**src/source/rvPkg.sv**
```systemverilog
package rvPkg;

    typedef logic [31:0] word_t;
    typedef logic [4:0]  regAddr_t;

    typedef enum logic [1:0] {
        fetchSt,
        decodeSt,
        executeSt,
        writebackSt
    } state_t;

    typedef enum logic [3:0] {
        aluAdd, aluSub, aluAnd, aluOr, aluXor,
        aluSlt, aluSltu, aluSll, aluSrl, aluSra,
        aluEq, aluNe, aluLt, aluGe, aluLtu, aluGeu  // Branch conditions
    } aluOp_t;

    typedef enum logic [1:0] {
        immI,
        immS,
        immB,
        immJ
    } immKind_t;

    // Operand B select
    localparam logic [1:0] bRs2  = 2'd0;
    localparam logic [1:0] bImm  = 2'd1;
    localparam logic [1:0] bFour = 2'd2;

    typedef struct packed {
        logic       pcLoad;
        logic       pcFromAlu;  // Target register instead of PC+4
        logic       aSel;       // 1 = rs1, 0 = PC
        logic [1:0] bSel;
        logic       irLoad;
        logic       regWrite;
        logic       memWrite;
        logic       wbFromMem;
        logic       isBranch;
        immKind_t   immKind;
    } ctrlSig_t;

    localparam logic [6:0] opOp    = 7'b0110011;
    localparam logic [6:0] opOpImm = 7'b0010011;
    localparam logic [6:0] opLoad  = 7'b0000011;
    localparam logic [6:0] opStore = 7'b0100011;
    localparam logic [6:0] opBranch = 7'b1100011;
    localparam logic [6:0] opJal   = 7'b1101111;
    localparam logic [6:0] opJalr  = 7'b1100111;

    localparam int imemWords = 256;
    localparam int dmemWords = 256;
    localparam int imemIdxW  = $clog2(imemWords);
    localparam int dmemIdxW  = $clog2(dmemWords);

endpackage

```
**src/source/immGen.sv**
```systemverilog
module immGen (
    input  rvPkg::word_t    instr,
    input  rvPkg::immKind_t kind,
    output rvPkg::word_t    imm
);
    import rvPkg::*;

    logic sign;

    assign sign = instr[31];

    always_comb begin
        case (kind)
            immS: begin
                imm = {{21{sign}}, instr[30:25], instr[11:7]};
            end
            immB: begin
                imm = {{20{sign}}, instr[7], instr[30:25], instr[11:8], 1'b0};
            end
            immJ: begin
                imm = {{12{sign}}, instr[19:12], instr[20], instr[30:21], 1'b0};
            end
            default: begin
                imm = {{21{sign}}, instr[30:20]};  // I-type, also shifts
            end
        endcase
    end

endmodule

```
**config.mk**
```make
export PLATFORM = sky130hd
export DESIGN_NAME = immGen
export DESIGN_NICKNAME = d
export VERILOG_FILES = /design/src/source/rvPkg.sv /design/src/source/immGen.sv
export SDC_FILE = /design/constraint.sdc
export NUM_CORES = 1
export LEC_CHECK = 0
export BUFFER_PORTS_ARGS = -buffer_cell sky130_fd_sc_hd__buf_2
export CAP_MARGIN = 15
export CELL_PAD_IN_SITES_DETAIL_PLACEMENT = 1
export CELL_PAD_IN_SITES_GLOBAL_PLACEMENT = 2
export CORE_AREA = 2 2 84 46
export DETAILED_ROUTE_END_ITERATION = 10
export DIE_AREA = 0 0 86 48
export PLACE_DENSITY = 0.84
export REMOVE_ABC_BUFFERS = 1
export SLEW_MARGIN = 30
export SYNTH_ARGS = -nofsm -noshare
export SYNTH_HDL_FRONTEND = slang
export SYNTH_SLANG_ARGS = --single-unit
```
**constraint.sdc**
```tcl
create_clock -name vclk -period 0.9
set_input_delay 0.09 -clock vclk [all_inputs]
set_output_delay 0.09 -clock vclk [all_outputs]
set_load 0.005 [all_outputs]
```
==> results_dict.tcl <==
set metrics [dict create \
    syn-cell-area_um2 323 \
    firstDrtPassIters 4 \
    routed_wl_um 1510 \
    tightest_slew_ps 247 \
    combPwrFrac 1.000 \
    antenna_found_initial 0 \
    synth.avg_cell_area_um2 8.28 \
    grt_pass1_vias 425 \
    mostFrequentLayoutCells "buf_2, a31o_2, buf_6, mux2_4, buf_4" \
    ir_drop_v 0.0000880 \
    postLayoutCellArea_um2 612 \
    setup_violations 13 \
    n_clock_buffer 0 \
    cts_hold_buf 0 \
    die_area_um2 4130 \
    required_ps 810 \
    intPower_w 0.000214 \
    cap_violations 0 \
    register_area_um2 0 \
    syn_inst 39 \
    final_nets 109 \
    layout_commonest_cell "buf_2" \
    rsz0062_at_grt "true" \
    slowest_delay_ps 330 \
    grt_pass1_wl_um 2080 \
    io_pins 66 \
    grt_overflow 0 \
    antenna_cells 0 \
    routed_via_density 3.53 \
    drt_iter0_markers 6 \
    drc 0 \
    max_freq_mhz 1020 \
    slowest_stage "mux2_4" \
    slew_headroom 0.835 \
    wl_per_cell_um 13.1 \
    portBuffers 47 \
    fin_crit_sh 1.09 \
    seq_cells 0 \
    syn_to_final_growth_pct 89.5 \
    final.setup.tns_ps -544 \
    placed_area_um2 508 \
    drive_gt1_frac 0.932 \
    maxSlewViolCount 0 \
    yosys_warnings 0 \
    grt_usage 0.0650 \
    gp_congestion 0.692 \
    hp-class "input port to primary output" \
    cp.arrival_ps 890 \
    start_util 0.0972 \
    hpwl_um 1260 \
    crit_family "multiplexers" \
    setup_ws_ps -80.8 \
    rows 15 \
    grt_max_degree 10 \
    period_needed_ps 981 \
    worst-setup-path-type "input port to primary output" \
    crit_fanout 4 \
    yosysSeqAreaShare 0 \
    pwr-share-clk 0 \
    violations "setup timing" \
    p_leak_nw 0.332 \
    vias 406 \
    pwr_density_cell_nw_per_um2 567 \
    ys_types 9 \
    pwr-share-seq 0 \
    cp_cell_sequence "buf_8 -> xor2_4 -> mux2_4 -> buf_6" \
    ant_nets 0 \
    path_buf_inv 2 \
    die_w_um 86 \
    finalHoldViolCount 0 \
    switchingPower_w 0.000133 \
    core_area_um2 3320 \
    status "finished, violations left" \
    startpoint_type "input port" \
    endpoint_kind "primary output" \
    die_h_um 48 \
    sw_frac_of_total 0.384 \
]
## power groups by stage
stage	registers [W]	logic (W)	clock network (W)
floorplan	0	0.0000882	0
global placement	0	0.000266	0
detailed placement	0	0.000277	0
CTS	0	0.000341	0
global route	0	0.000372	0
finish	0	0.000347	0
## path summary, 6_finish.rpt
check | from | end | slack [ps] | cells after the start
max | kind[1] | imm[1] | -80 | 4
min | instr[25] | imm[5] | 180 | 0
## area by class of cell
| type | count | area (um^2) |
|---|---|---|
| Fill cell | 407 | 2710 |
| Tap cell | 42 | 52.6 |
| Multi-Input combinational cell | 19 | 209 |
| Timing Repair Buffer | 54 | 350 |
## per-layer routing
metal  up-vias  global-route usage  share of wire
li1        189                   -              -
met3         0              0.0155          0.070
met2        24               0.144           0.54
met1       193              0.0689           0.39
met5         -                   0              0
met4         0                   0              0
## synthesized netlist by cell type
cell type  count  area (um^2)
a21boi_2       1         11.3
a21oi_1        1         5.00
a31o_2         8         70.1
buf_2          1         5.00
buf_4         19          143
mux2_2         4         45.0
mux2i_1        2         20.0
nor2_1         2         7.51
xor2_2         1         16.3
## kinds of logic after synthesis
logic type / count (synthesis) / share of synthesized area
buffers and inverters: 20 / 0.457
AOI/OAI and AO/OA: 10 / 0.267
muxes: 6 / 0.202
and+or+nand+nor: 2 / 0.0233
xor gates and xnor gates: 1 / 0.0504
## metrics by stage
stage	cells	power, W	hold WS (ps)	setup WS, ps	util
floorplan	19	0.0000882	180	148	-
finish	115	0.000347	180	-80.8	0.184
detailed placement	114	0.000277	180	-182	0.153
global placement	114	0.000266	180	-134	0.153
global route	115	0.000372	180	-113	0.184
CTS	115	0.000341	180	-96.0	0.180
## timing repair
item / in CTS / in global routing
setup buffers: 2 / 0
pin swaps: 3 / 0
resized for setup: 18 / 2
setup endpoints to repair: 14 / 14
(Power assumes the default switching activity.)
