[config.mk]
export PLATFORM = sky130hd
export DESIGN_NAME = regFile
export DESIGN_NICKNAME = d
export VERILOG_FILES = /design/src/source/rvPkg.sv /design/src/source/regFile.sv
export SDC_FILE = /design/constraint.sdc
export NUM_CORES = 2
export LEC_CHECK = 0
export BUFFER_PORTS_ARGS = -buffer_cell sky130_fd_sc_hd__buf_2
export CAP_MARGIN = 40
export CORE_UTILIZATION = 40
export CTS_CLUSTER_SIZE = 25
export DETAILED_ROUTE_END_ITERATION = 16
export GPL_TIMING_DRIVEN = 0
export PLACE_DENSITY_LB_ADDON = 0.1
export REMOVE_ABC_BUFFERS = 1
export SYNTH_ARGS = -nofsm -noshare
export SYNTH_HDL_FRONTEND = slang
export SYNTH_SLANG_ARGS = --single-unit
export TNS_END_PERCENT = 5
[constraint.sdc]
create_clock -name clk -period 4.3 [get_ports clk]
set_input_delay 0.43 -clock clk [delete_from_list [all_inputs] [get_ports clk]]
set_output_delay 0.43 -clock clk [all_outputs]
set_load 0.1 [all_outputs]
[src/source/rvPkg.sv]
package rvPkg;

    typedef logic [31:0] word_t;
    typedef logic [4:0]  regAddr_t;

    typedef enum logic [1:0] {
        fetchSt,
        decodeSt,
        executeSt,
        writebackSt
    } state_t;

    typedef enum logic [3:0] {
        aluAdd, aluSub, aluAnd, aluOr, aluXor,
        aluSlt, aluSltu, aluSll, aluSrl, aluSra,
        aluEq, aluNe, aluLt, aluGe, aluLtu, aluGeu  // Branch conditions
    } aluOp_t;

    typedef enum logic [1:0] {
        immI,
        immS,
        immB,
        immJ
    } immKind_t;

    // Operand B select
    localparam logic [1:0] bRs2  = 2'd0;
    localparam logic [1:0] bImm  = 2'd1;
    localparam logic [1:0] bFour = 2'd2;

    typedef struct packed {
        logic       pcLoad;
        logic       pcFromAlu;  // Target register instead of PC+4
        logic       aSel;       // 1 = rs1, 0 = PC
        logic [1:0] bSel;
        logic       irLoad;
        logic       regWrite;
        logic       memWrite;
        logic       wbFromMem;
        logic       isBranch;
        immKind_t   immKind;
    } ctrlSig_t;

    localparam logic [6:0] opOp    = 7'b0110011;
    localparam logic [6:0] opOpImm = 7'b0010011;
    localparam logic [6:0] opLoad  = 7'b0000011;
    localparam logic [6:0] opStore = 7'b0100011;
    localparam logic [6:0] opBranch = 7'b1100011;
    localparam logic [6:0] opJal   = 7'b1101111;
    localparam logic [6:0] opJalr  = 7'b1100111;

    localparam int imemWords = 256;
    localparam int dmemWords = 256;
    localparam int imemIdxW  = $clog2(imemWords);
    localparam int dmemIdxW  = $clog2(dmemWords);

endpackage

[src/source/regFile.sv]
module regFile (
    input  logic            clk,
    input  logic            rstN,
    input  rvPkg::regAddr_t rs1,
    input  rvPkg::regAddr_t rs2,
    input  rvPkg::regAddr_t rd,
    input  logic            we,
    input  rvPkg::word_t    wd,
    output rvPkg::word_t    rd1,
    output rvPkg::word_t    rd2
);
    import rvPkg::*;

    word_t regs [32];

    always_ff @(posedge clk or negedge rstN) begin
        if (!rstN) begin
            for (int i = 0; i < 32; i++) begin
                regs[i] <= '0;
            end
        end else if (we && rd != '0) begin
            regs[rd] <= wd;
        end
    end

    // x0 reads as zero
    assign rd1 = (rs1 == '0) ? '0 : regs[rs1];
    assign rd2 = (rs2 == '0) ? '0 : regs[rs2];

endmodule

==> summary.txt <==
Place
  – Port Buf Inserts: 113
  – Cells after DPL: 5172
  – DP Wirelength: 110700 um
  – RD Place Congestion: 0.7598

Synth
  – Mapped Area: 54370 sq um
  – Post-Synth Simple-Gate Area: 1.611%
  – Share of the synthesized area in the top cell type: 47.13%
  – Top cell type by total area after synthesis: dfrtp_1
  – Largest family of logic cells by synthesized area: multiplexers
  – Netlist cell types: 35
  – Seq cells post-synth: 1024
  – Multiplexer area fraction after synthesis: 42.79%
  – Area contributors post-synth: dfrtp_1 47%, mux2_2 22%, mux4_2 19%
  – Area share of fa/ha/maj cells after synthesis: 0%
  – Sequential fraction of the synthesis area: 47.13%
  – Syn Inst Count: 3621
  – Syn_area_per_cell: 15.02 sq um
  – Compound-Gate Fraction of Synth Area: 4.842%
  – Synth Area in XOR/XNOR: 0%
  – Synth Warn #: 0

Route
  – Via count: 34.93k
  – First-pass detailed-route iteration total: 6
  – Total wire length: 185800 um
  – DR DRC count: 0
  – Via-to-Cell Ratio: 6.472
  – WL/cell: 34.43 um
  – Final ANT Viol Nets: 0
  – Initial drt markers: 2941

Clock tree
  – Clock sinks: 1024
  – Clock latency on the worst-skew pair: 720 ps
  – Htree depth: 3
  – Post-CTS Setup Inserts: 0
  – CTS Buf Count: 117
  – CTS tree: built
  – Clock transition at path regs: 50 ps
  – Max clock buf depth: 3
  – CTS Root Cell: clkbuf_16

Cells and area
  – Nets: 3579
  – Proportion of layout cells with a drive suffix above 1: 53.85%
  – Max reg flops: 1024
  – Biggest register: regs
  – Final cell count without fillers: 5397
  – Area Overhead vs Synth: 13.66%
  – Fillers: 11.58k
  – Largest regs: regs x1024

Worst setup path
  – R2r startpoint: regs[454]$_DFFE_PN0P_
  – Worst setup startpoint: rs2[3]
  – Crit path max fanout: 25
  – Arrival @ worst endpoint: 3830 ps
  – Reg2reg setup slack: 3490 ps
  – Setup CP Type: in2out
  – Startpoint types: primary input
  – Reg2Reg Capture Point: regs[454]$_DFFE_PN0P_
  – CP Capture Type: primary output
  – Worst EP required: 3870 ps
  – Register-to-Register Path Depth: 1

Power and ir drop
  – Power consumption: 29.24 mW
  – Leak: 26.30 nW
  – Power Density: 473.2 nW/um^2
  – VDD IR max: 0.3944 mV

Floorplanning
  – I/O pins: 114
  – FP Rows: 134
  – Core area: 134100 sq um
  – Die Ht: 370.7 um
  – Die width: 370.7 um
  – Initial core utilization: 40.54%
  – Die area: 137400 sq um

Global routing
  – Largest net degree at the start of global routing: 122
  – Overflow after GRT: 0
  – Met1 Track Usage GR: 37.14%
  – GRT busiest layer: met2
  – Vias in the first global route: 38.03k
  – GR Util met3: 4.717%
  – First-pass GRT wire length: 271600 um
  – GRT Resource Usage Total: 27.30%
  – Met2 usage: 43.77%
  – Initial antenna violation count: 13

Timing
  – Worst slew pin tran: 973.8 ps
  – Final setup fails: 0
  – Final Cycle Share: 98.96%
  – Clk_skew: 0 ps
  – RSZ-0062 raised after global routing: no
  – Fmax: 235.0 MHz
  – Period minus WS final: 4255 ps
  – Final Hold Viols: 0
  – Slew Limit Fails: 0
  – Slew headroom: 34.58%

Job
  – Max-Cap Viols: 0

Hold path
  – Hold Path Class: in2async

Outcome
  – Status: complete, no violations
## per-stage QoR
step | TNS [ps] | setup slack, ps | hold slack (ps) | util (%) | instance area [sq um]
CTS | 0 | 40.78 | 181.3 | 46.02 | 61730
floorplan | -20660 | -331.5 | 134.4 | - | 52400
finish | 0 | 44.65 | 209.8 | 46.07 | 61800
global route | 0 | 14.99 | 208.9 | 46.07 | 61790
global placement | - | -18560 | 376.3 | 41.14 | 55180
detailed placement | -12700 | -671.4 | 365.7 | 43.06 | 57760
## cells in the mapped netlist, drive strengths merged
cell,number
or2,2
a22oi,64
dfrtp,1024
or3,3
nand2b,5
a211oi,64
nand3,1
nor2b,71
or4,2
inv,2
nand4b,3
buf,207
nor4,1
clkbuf,225
a311oi,64
mux2i,128
and3,1
nor3b,2
mux4,448
nand2,49
and2,2
nand4,1
nor3,3
nor2,19
o21ai,110
a221oi,46
o2111ai,18
mux2,1056
## how the worst max path moves through the flow
stage,to,slack (ps),cells past startpoint
after global placement,regs[999]$_DFFE_PN0P_,-18560,1
after detailed placement,rd1[8],-670,8
after global routing,rd1[1],10,7
after floorplan,rd1[0],-330,3
final,rd2[12],40,8
after CTS,rd2[15],40,9
## cell type report
type	count	area (sq um)	area share [%]
clock buffers	184	3585	5.801
diodes	6	15.01	0.02430
repair buffers	219	2928	4.738
well taps	1768	2212	3.580
inverters	2	17.52	0.02835
clock inverters	29	296.5	0.4798
multi-input cells	2165	27120	43.88
flip-flops and latches	1024	25620	41.47
## where the power goes
part           total, mW  switching [mW]  internal (mW)  leakage [nW]
registers           12.8            1.37           11.5          13.1
clock network       10.1            4.14           5.96          1.93
logic               6.29            2.90           3.39          11.2
total               29.2            8.41           20.8          26.3
## kinds of logic after synthesis
kind of cell,after synthesis
multiplexers,1632
buffers and inverters,434
flip-flops,1024
AO/OA/AOI/OAI,366
AND/OR/NAND/NOR,165
## cells in the final DEF (no fill, tap or decap), types with 4 or more instances in the layout
cell type / instances
or4_4: 4
buf_2: 102
a311oi_2: 5
buf_16: 51
nand2_4: 8
buf_8: 5
mux2_1: 10
dfrtp_1: 1024
clkinv_2: 21
o2111ai_1: 18
buf_6: 10
buf_12: 34
clkbuf_16: 122
buf_4: 13
a311oi_1: 59
a211oi_1: 64
nand2_1: 38
nor2_4: 15
nor2b_4: 5
a22oi_1: 64
mux2i_1: 128
o21ai_0: 101
diode_2: 6
a221oi_1: 46
clkbuf_1: 31
nor2b_1: 66
o21ai_1: 9
mux4_2: 448
mux2_2: 1046
clkbuf_8: 32
bufinv_16: 5
## timing repair
item | in CTS | in global routing
endpoints found under the setup margin | 60 | 12
hold endpoints to repair | 43 | 0
gates cloned | 2 | 1
gates resized for setup | 15 | 2
pin swaps | 2 | 0
hold buffers | 1 | 0
## per-layer routing
layer	wire length (um)	up-vias
met1	79570	19310
met4	7569	8
met5	55	-
li1	-	13910
met3	10600	429
met2	88000	1282
## worst max-delay path: stages
cell	delay (ps)
buf_2	540
buf_12	290
or2_4	370
buf_16	310
or4_4	530
o21ai_0	210
a311oi_2	520
buf_2	530
Note: power is estimated with default switching activity, not from simulation.
