**src/source/rvPkg.sv**
```systemverilog
package rvPkg;

    typedef logic [31:0] word_t;
    typedef logic [4:0]  regAddr_t;

    typedef enum logic [1:0] {
        fetchSt,
        decodeSt,
        executeSt,
        writebackSt
    } state_t;

    typedef enum logic [3:0] {
        aluAdd, aluSub, aluAnd, aluOr, aluXor,
        aluSlt, aluSltu, aluSll, aluSrl, aluSra,
        aluEq, aluNe, aluLt, aluGe, aluLtu, aluGeu  // Branch conditions
    } aluOp_t;

    typedef enum logic [1:0] {
        immI,
        immS,
        immB,
        immJ
    } immKind_t;

    // Operand B select
    localparam logic [1:0] bRs2  = 2'd0;
    localparam logic [1:0] bImm  = 2'd1;
    localparam logic [1:0] bFour = 2'd2;

    typedef struct packed {
        logic       pcLoad;
        logic       pcFromAlu;  // Target register instead of PC+4
        logic       aSel;       // 1 = rs1, 0 = PC
        logic [1:0] bSel;
        logic       irLoad;
        logic       regWrite;
        logic       memWrite;
        logic       wbFromMem;
        logic       isBranch;
        immKind_t   immKind;
    } ctrlSig_t;

    localparam logic [6:0] opOp    = 7'b0110011;
    localparam logic [6:0] opOpImm = 7'b0010011;
    localparam logic [6:0] opLoad  = 7'b0000011;
    localparam logic [6:0] opStore = 7'b0100011;
    localparam logic [6:0] opBranch = 7'b1100011;
    localparam logic [6:0] opJal   = 7'b1101111;
    localparam logic [6:0] opJalr  = 7'b1100111;

    localparam int imemWords = 256;
    localparam int dmemWords = 256;
    localparam int imemIdxW  = $clog2(imemWords);
    localparam int dmemIdxW  = $clog2(dmemWords);

endpackage

```
**src/source/controlUnit.sv**
```systemverilog
module controlUnit (
    input  logic            clk,
    input  logic            rstN,
    input  logic            run,
    input  rvPkg::word_t    instr,
    input  logic            aluTaken,
    output rvPkg::ctrlSig_t ctrl,
    output rvPkg::aluOp_t   aluOp,
    output rvPkg::state_t   state
);
    import rvPkg::*;

    logic [6:0] opcode;
    logic [2:0] funct3;
    logic       altBit;
    aluOp_t     arithOp;
    aluOp_t     branchOp;

    assign opcode = instr[6:0];
    assign funct3 = instr[14:12];
    assign altBit = instr[30];

    // Holds in fetch until run, then always completes the instruction
    always_ff @(posedge clk or negedge rstN) begin
        if (!rstN) begin
            state <= fetchSt;
        end else if (run || state != fetchSt) begin
            state <= state_t'(state + 2'd1);
        end
    end

    always_comb begin
        case (funct3)
            3'b000:  arithOp = (altBit && opcode == opOp) ? aluSub : aluAdd;  // No SUBI
            3'b001:  arithOp = aluSll;
            3'b010:  arithOp = aluSlt;
            3'b011:  arithOp = aluSltu;
            3'b100:  arithOp = aluXor;
            3'b101:  arithOp = altBit ? aluSra : aluSrl;
            3'b110:  arithOp = aluOr;
            default: arithOp = aluAnd;
        endcase
    end

    always_comb begin
        case (funct3)
            3'b000:  branchOp = aluEq;
            3'b001:  branchOp = aluNe;
            3'b100:  branchOp = aluLt;
            3'b101:  branchOp = aluGe;
            3'b110:  branchOp = aluLtu;
            default: branchOp = aluGeu;
        endcase
    end

    always_comb begin
        ctrl  = '0;
        aluOp = aluAdd;

        case (opcode)
            opStore:  ctrl.immKind = immS;
            opBranch: ctrl.immKind = immB;
            opJal:    ctrl.immKind = immJ;
            default:  ctrl.immKind = immI;
        endcase

        case (state)
            fetchSt: begin
                ctrl.irLoad = run;
            end
            decodeSt: begin
                ctrl.aSel = 1'b0;  // PC + imm into target
                ctrl.bSel = bImm;
            end
            executeSt: begin
                ctrl.aSel = 1'b1;
                ctrl.bSel = bImm;  // Loads, stores and JALR use rs1 + imm
                case (opcode)
                    opOp: begin
                        ctrl.bSel = bRs2;
                        aluOp     = arithOp;
                    end
                    opOpImm: begin
                        aluOp = arithOp;
                    end
                    opBranch: begin
                        ctrl.bSel     = bRs2;
                        ctrl.isBranch = 1'b1;
                        aluOp         = branchOp;
                    end
                    default: begin
                        aluOp = aluAdd;
                    end
                endcase
            end
            default: begin
                // Writeback: ALU is free, so it forms PC+4
                ctrl.aSel   = 1'b0;
                ctrl.bSel   = bFour;
                ctrl.pcLoad = 1'b1;
                case (opcode)
                    opOp, opOpImm: begin
                        ctrl.regWrite = 1'b1;
                    end
                    opLoad: begin
                        ctrl.regWrite  = 1'b1;
                        ctrl.wbFromMem = 1'b1;
                    end
                    opStore: begin
                        ctrl.memWrite = 1'b1;
                    end
                    opBranch: begin
                        ctrl.isBranch  = 1'b1;
                        ctrl.pcFromAlu = aluTaken;
                    end
                    opJal, opJalr: begin
                        ctrl.regWrite  = 1'b1;
                        ctrl.pcFromAlu = 1'b1;
                    end
                    default: begin
                        ctrl.pcFromAlu = 1'b0;  // Unknown opcode just steps
                    end
                endcase
            end
        endcase
    end

    // State writes happen in writeback only, never both at once
    assert property (@(posedge clk) disable iff (!rstN)
        (ctrl.regWrite || ctrl.memWrite)
            |-> (state == writebackSt) && !(ctrl.regWrite && ctrl.memWrite))
        else $error("Illegal register/memory write combination");

endmodule

```
**config.mk**
```make
export PLATFORM = sky130hd
export DESIGN_NAME = controlUnit
export DESIGN_NICKNAME = d
export VERILOG_FILES = /design/src/source/rvPkg.sv /design/src/source/controlUnit.sv
export SDC_FILE = /design/constraint.sdc
export NUM_CORES = 1
export LEC_CHECK = 0
export BUFFER_PORTS_ARGS = -buffer_cell sky130_fd_sc_hd__buf_2
export CORE_MARGIN = 2
export CORE_UTILIZATION = 25
export DETAILED_ROUTE_END_ITERATION = 12
export GPL_TIMING_DRIVEN = 0
export PLACE_DENSITY_LB_ADDON = 0.3
export SLEW_MARGIN = 5
export SYNTH_ARGS = -nofsm -noshare
export SYNTH_HDL_FRONTEND = slang
export SYNTH_SLANG_ARGS = --single-unit
export TNS_END_PERCENT = 30
```
**constraint.sdc**
```tcl
create_clock -name clk -period 1.1 [get_ports clk]
set_input_delay 0.11 -clock clk [delete_from_list [all_inputs] [get_ports clk]]
set_output_delay 0.11 -clock clk [all_outputs]
set_load 0.005 [all_outputs]
```
==> summary by stage <==
Floorplan
The height of the die is 45.4 um. The area of the die is 2060 um^2. The die boundary width is 45.4 um. The I/O pin total is 54. The placeable core area is 1560 um^2. The site row count is 14. The initial utilization of the core area, before any placement, comes to 27.4%.

Run status
The run finished, with violations left. The final reports fail on negative setup slack.

Worst setup path
At the worst endpoint, the arrival time is 1.22 ns. STA classifies the critical path startpoint as a flop. The largest driver fanout on the critical path is 4.

The critical path data required time is 0.99 ns. Traced cell by cell, the critical path runs through inv_4 -> ha_2 -> and2_1 -> buf_2. The type of destination of the critical path is a primary output. The cell with the largest stage delay on the worst path is sky130_fd_sc_hd__dfrtp_2. For this run, the slowest stage of the critical path takes 0.45 ns. The category of the most critical setup path is reg2out.

Yosys
The synthesized netlist devotes 8.19% of its cell area to XOR and XNOR gates. The top cell type by area accounts for 11.7% of the synthesized area. The most area-hungry cell type in the Yosys netlist is sky130_fd_sc_hd__dfrtp_1.

Summing the areas of all and, or, nand and nor instances in the mapped netlist gives 42.1% of the synthesized area. After synthesis, the share of flip-flops with an asynchronous set or reset is 100%. After synthesis, the most frequently instantiated cells are 6 x sky130_fd_sc_hd__nor2_1, 6 x sky130_fd_sc_hd__o21ai_0. The adder-cell share of the synthesized area is 11.7%. The mux contribution to synthesized area is 0%. The post-synthesis compound-gate area fraction is 21.1%. The total standard cell area after synthesis is 428 um^2. By area the synthesized netlist is led by sky130_fd_sc_hd__dfrtp_1 12%, sky130_fd_sc_hd__ha_1 12%, sky130_fd_sc_hd__o21ai_0 7.0%.

The synthesis-stage register bit count is 2. The proportion of synthesized chip area in sequential cells is 11.7%. Yosys printed 0 warnings. The average cell area after synthesis is 7.13 um^2.

The distinct cell type count of the synthesized netlist is 27. The number of enable flip-flop cells after synthesis is 0. After synthesis, the largest family of logic cells by area is simple AND/OR/NAND/NOR gates. Among all flip-flop cells after synthesis, the most frequent one is sky130_fd_sc_hd__dfrtp_1. The cell count after synthesis is 60.

The number of nets in the synthesized netlist is 100.

STA
Setup repair after global routing could not meet its margin everywhere. The number of hold violations in the final report is 0. The aggregate negative setup slack is -2.08 ns. Measured against its own limit, the worst slew margin works out to 80.9%.

Across the routed clock network, the largest skew measured is 0.00177 ns. Based on the critical path, the design can be clocked at up to 755 MHz. The slew of the pin with the lowest slew margin is 0.286 ns. The setup violation total in the final timing report is 13. The final setup slack of the worst path is -0.225 ns. The worst hold slack across all endpoints is 0.190 ns. The number of pins exceeding their max-slew limit in the final report is 0. After layout, the minimum clock period comes to 1.33 ns. Of the available clock period, the critical path in the final layout requires 120%.

Global routing
The number of global-route vias before repair came to 496. For this run the aggregate overflow at the end of global routing stands at 0. The number of antenna violations at the first check in global routing came to 0. The total routing resource utilization after global routing is 12.7%. The largest net degree at the start of global routing is 8. The first-pass GRT wire length is 1930 um.

Finish
The total inserted antenna cells is 0. The cell area after layout is 803 um^2. The top register by number of flip-flops is state.

The area occupied by multi-input gates is 442 um^2. The area growth from synthesis to final layout is 87.7%. Cells fill 51.5% of the core in the end.

The sequential cell area in the final layout is 52.6 um^2. The largest registers in the layout are state x2. Cells with a size suffix above 1 make up 61.8% of the layout. The filler cells instantiated in the layout total 141. The register with the most flip-flops in the layout has 2 of them. The count of nets after finishing is 144.

Placement
The congestion estimate from routability-driven global placement came to 0.686. The total half-perimeter wirelength after legalization and detailed placement is 920 um. The number of I/O port buffers is 32. Summing all placed instances gives a cell area of 611 um^2.

Clock tree
Clock tree synthesis selected as its root buffer the cell sky130_fd_sc_hd__clkbuf_4. For this design, the sink count on the clock tree is 2. Clock tree synthesis inserted a total of 3 buffers. At the later pin of the worst-skew pair, clock insertion delay measures 0.22 ns. The maximum level of the CTS H-tree is 1. Counting along the longest clock path gives a buffer depth of 2. Clock-pin slew was measured on the worst setup and hold paths at 0.03 ns. The TritonCTS clock tree is built.

Hold path
The worst hold path class is in2reg.

Power
The power per unit of standard cell area is 1410 nW/um^2. Across the VDD grid, the largest voltage drop is 1.19 mV. Summed over all cells, the static leakage comes to 0.000391 uW.

Detailed routing
The total wire length is 1270 um. Summing over every cut layer, the via total after detailed routing is 590. After detailed routing, the number of remaining DRC violations is 0. Once detail routing completed, the nets flagged for antenna violations numbered 0. The routed wire length per instance is 10.7 um. The first detailed-routing pass ran for 4 iterations. The violation count after the first detailed-routing iteration is 11. The via density per instance is 5.00.

Run
Across the run, the number of max-cap violations was 0.
[logic make-up (layout without fill, tap and decap cells)]
| family | count (synthesis) | in the layout |
|---|---|---|
| AO/OA/AOI/OAI | 15 | 15 |
| buffers and inverters | 5 | 47 |
| flip-flops | 2 | 2 |
| AND/OR/NAND/NOR | 30 | 30 |
| XOR/XNOR | 4 | 4 |
| adder cells (fa/ha/maj) | 4 | 4 |
[cell usage in the layout (no fill, tap or decap), types with 3 or more instances in the layout]
| cell | synthesis | routed |
|---|---|---|
| sky130_fd_sc_hd__buf_4 | 1 | 7 |
| sky130_fd_sc_hd__clkbuf_4 | 0 | 3 |
| sky130_fd_sc_hd__nand3_1 | 4 | 3 |
| sky130_fd_sc_hd__nand2_1 | 4 | 3 |
| sky130_fd_sc_hd__nor2_1 | 6 | 6 |
| sky130_fd_sc_hd__o21ai_0 | 6 | 4 |
| sky130_fd_sc_hd__a21oi_1 | 4 | 4 |
| sky130_fd_sc_hd__buf_2 | 0 | 29 |
[metal layers]
layer	part of all wire, %	vias up	track usage, %
met5	0	-	0
met4	0	0	5.29
met3	5.1	0	4.37
met2	47	22	19.1
met1	47	267	16.5
li1	-	301	-
[stage by stage]
stage	setup WS (ns)	cells	power (uW)
2_1_floorplan	0.00129	60	480
3_3_place_gp	-0.237	108	702
3_5_place_dp	-0.256	108	703
4_1_cts	-0.232	116	1070
5_1_grt	-0.297	118	1260
6_report	-0.225	118	1130
[critical path, delay by kind of cell (launching register included)]
kind                     cells  cell delay [ns]
AND/OR/NAND/NOR              1             0.13
buffers and inverters        2             0.20
adder cells (fa/ha/maj)      1             0.22
flip-flops                   1             0.45
[final cells by class]
cell class	count	area share, %
timing repair buffer	39	30.1
buffer	1	0.935
sequential	2	6.54
clock buffer	3	2.80
multi-input combinational	53	55.0
tap	16	2.49
inverter	4	2.18
[report_power, final]
group          internal [uW]  leakage [uW]  total, uW  switching (uW)
Combinational            424      0.000356        765             341
Sequential               123     0.0000214        211            87.7
Clock                    120     0.0000138        159            38.8
Total                    668      0.000391       1130             467
[timing repair]
action | CTS | global route
hold buffers | 1 | 0
gates resized for setup | 25 | 7
pin swaps | 5 | 7
setup buffers | 4 | 2
endpoints found under the setup margin | 16 | 18
hold endpoints to repair | 2 | 0
[final timing paths]
kind                            slack, ns       end     start  cells after the start
max in group asynchronous            0.79  state[0]      rstN                      2
worst max register to register       0.02  state[1]  state[0]                      5
min in group asynchronous            0.20  state[1]      rstN                      2
worst min register to register       0.67  state[1]  state[1]                      2
worst max-delay path                -0.23   ctrl[6]  state[0]                      4
worst min-delay path                 0.19  state[0]       run                      3
No activity file was read; power rests on OpenSTA's default activity.
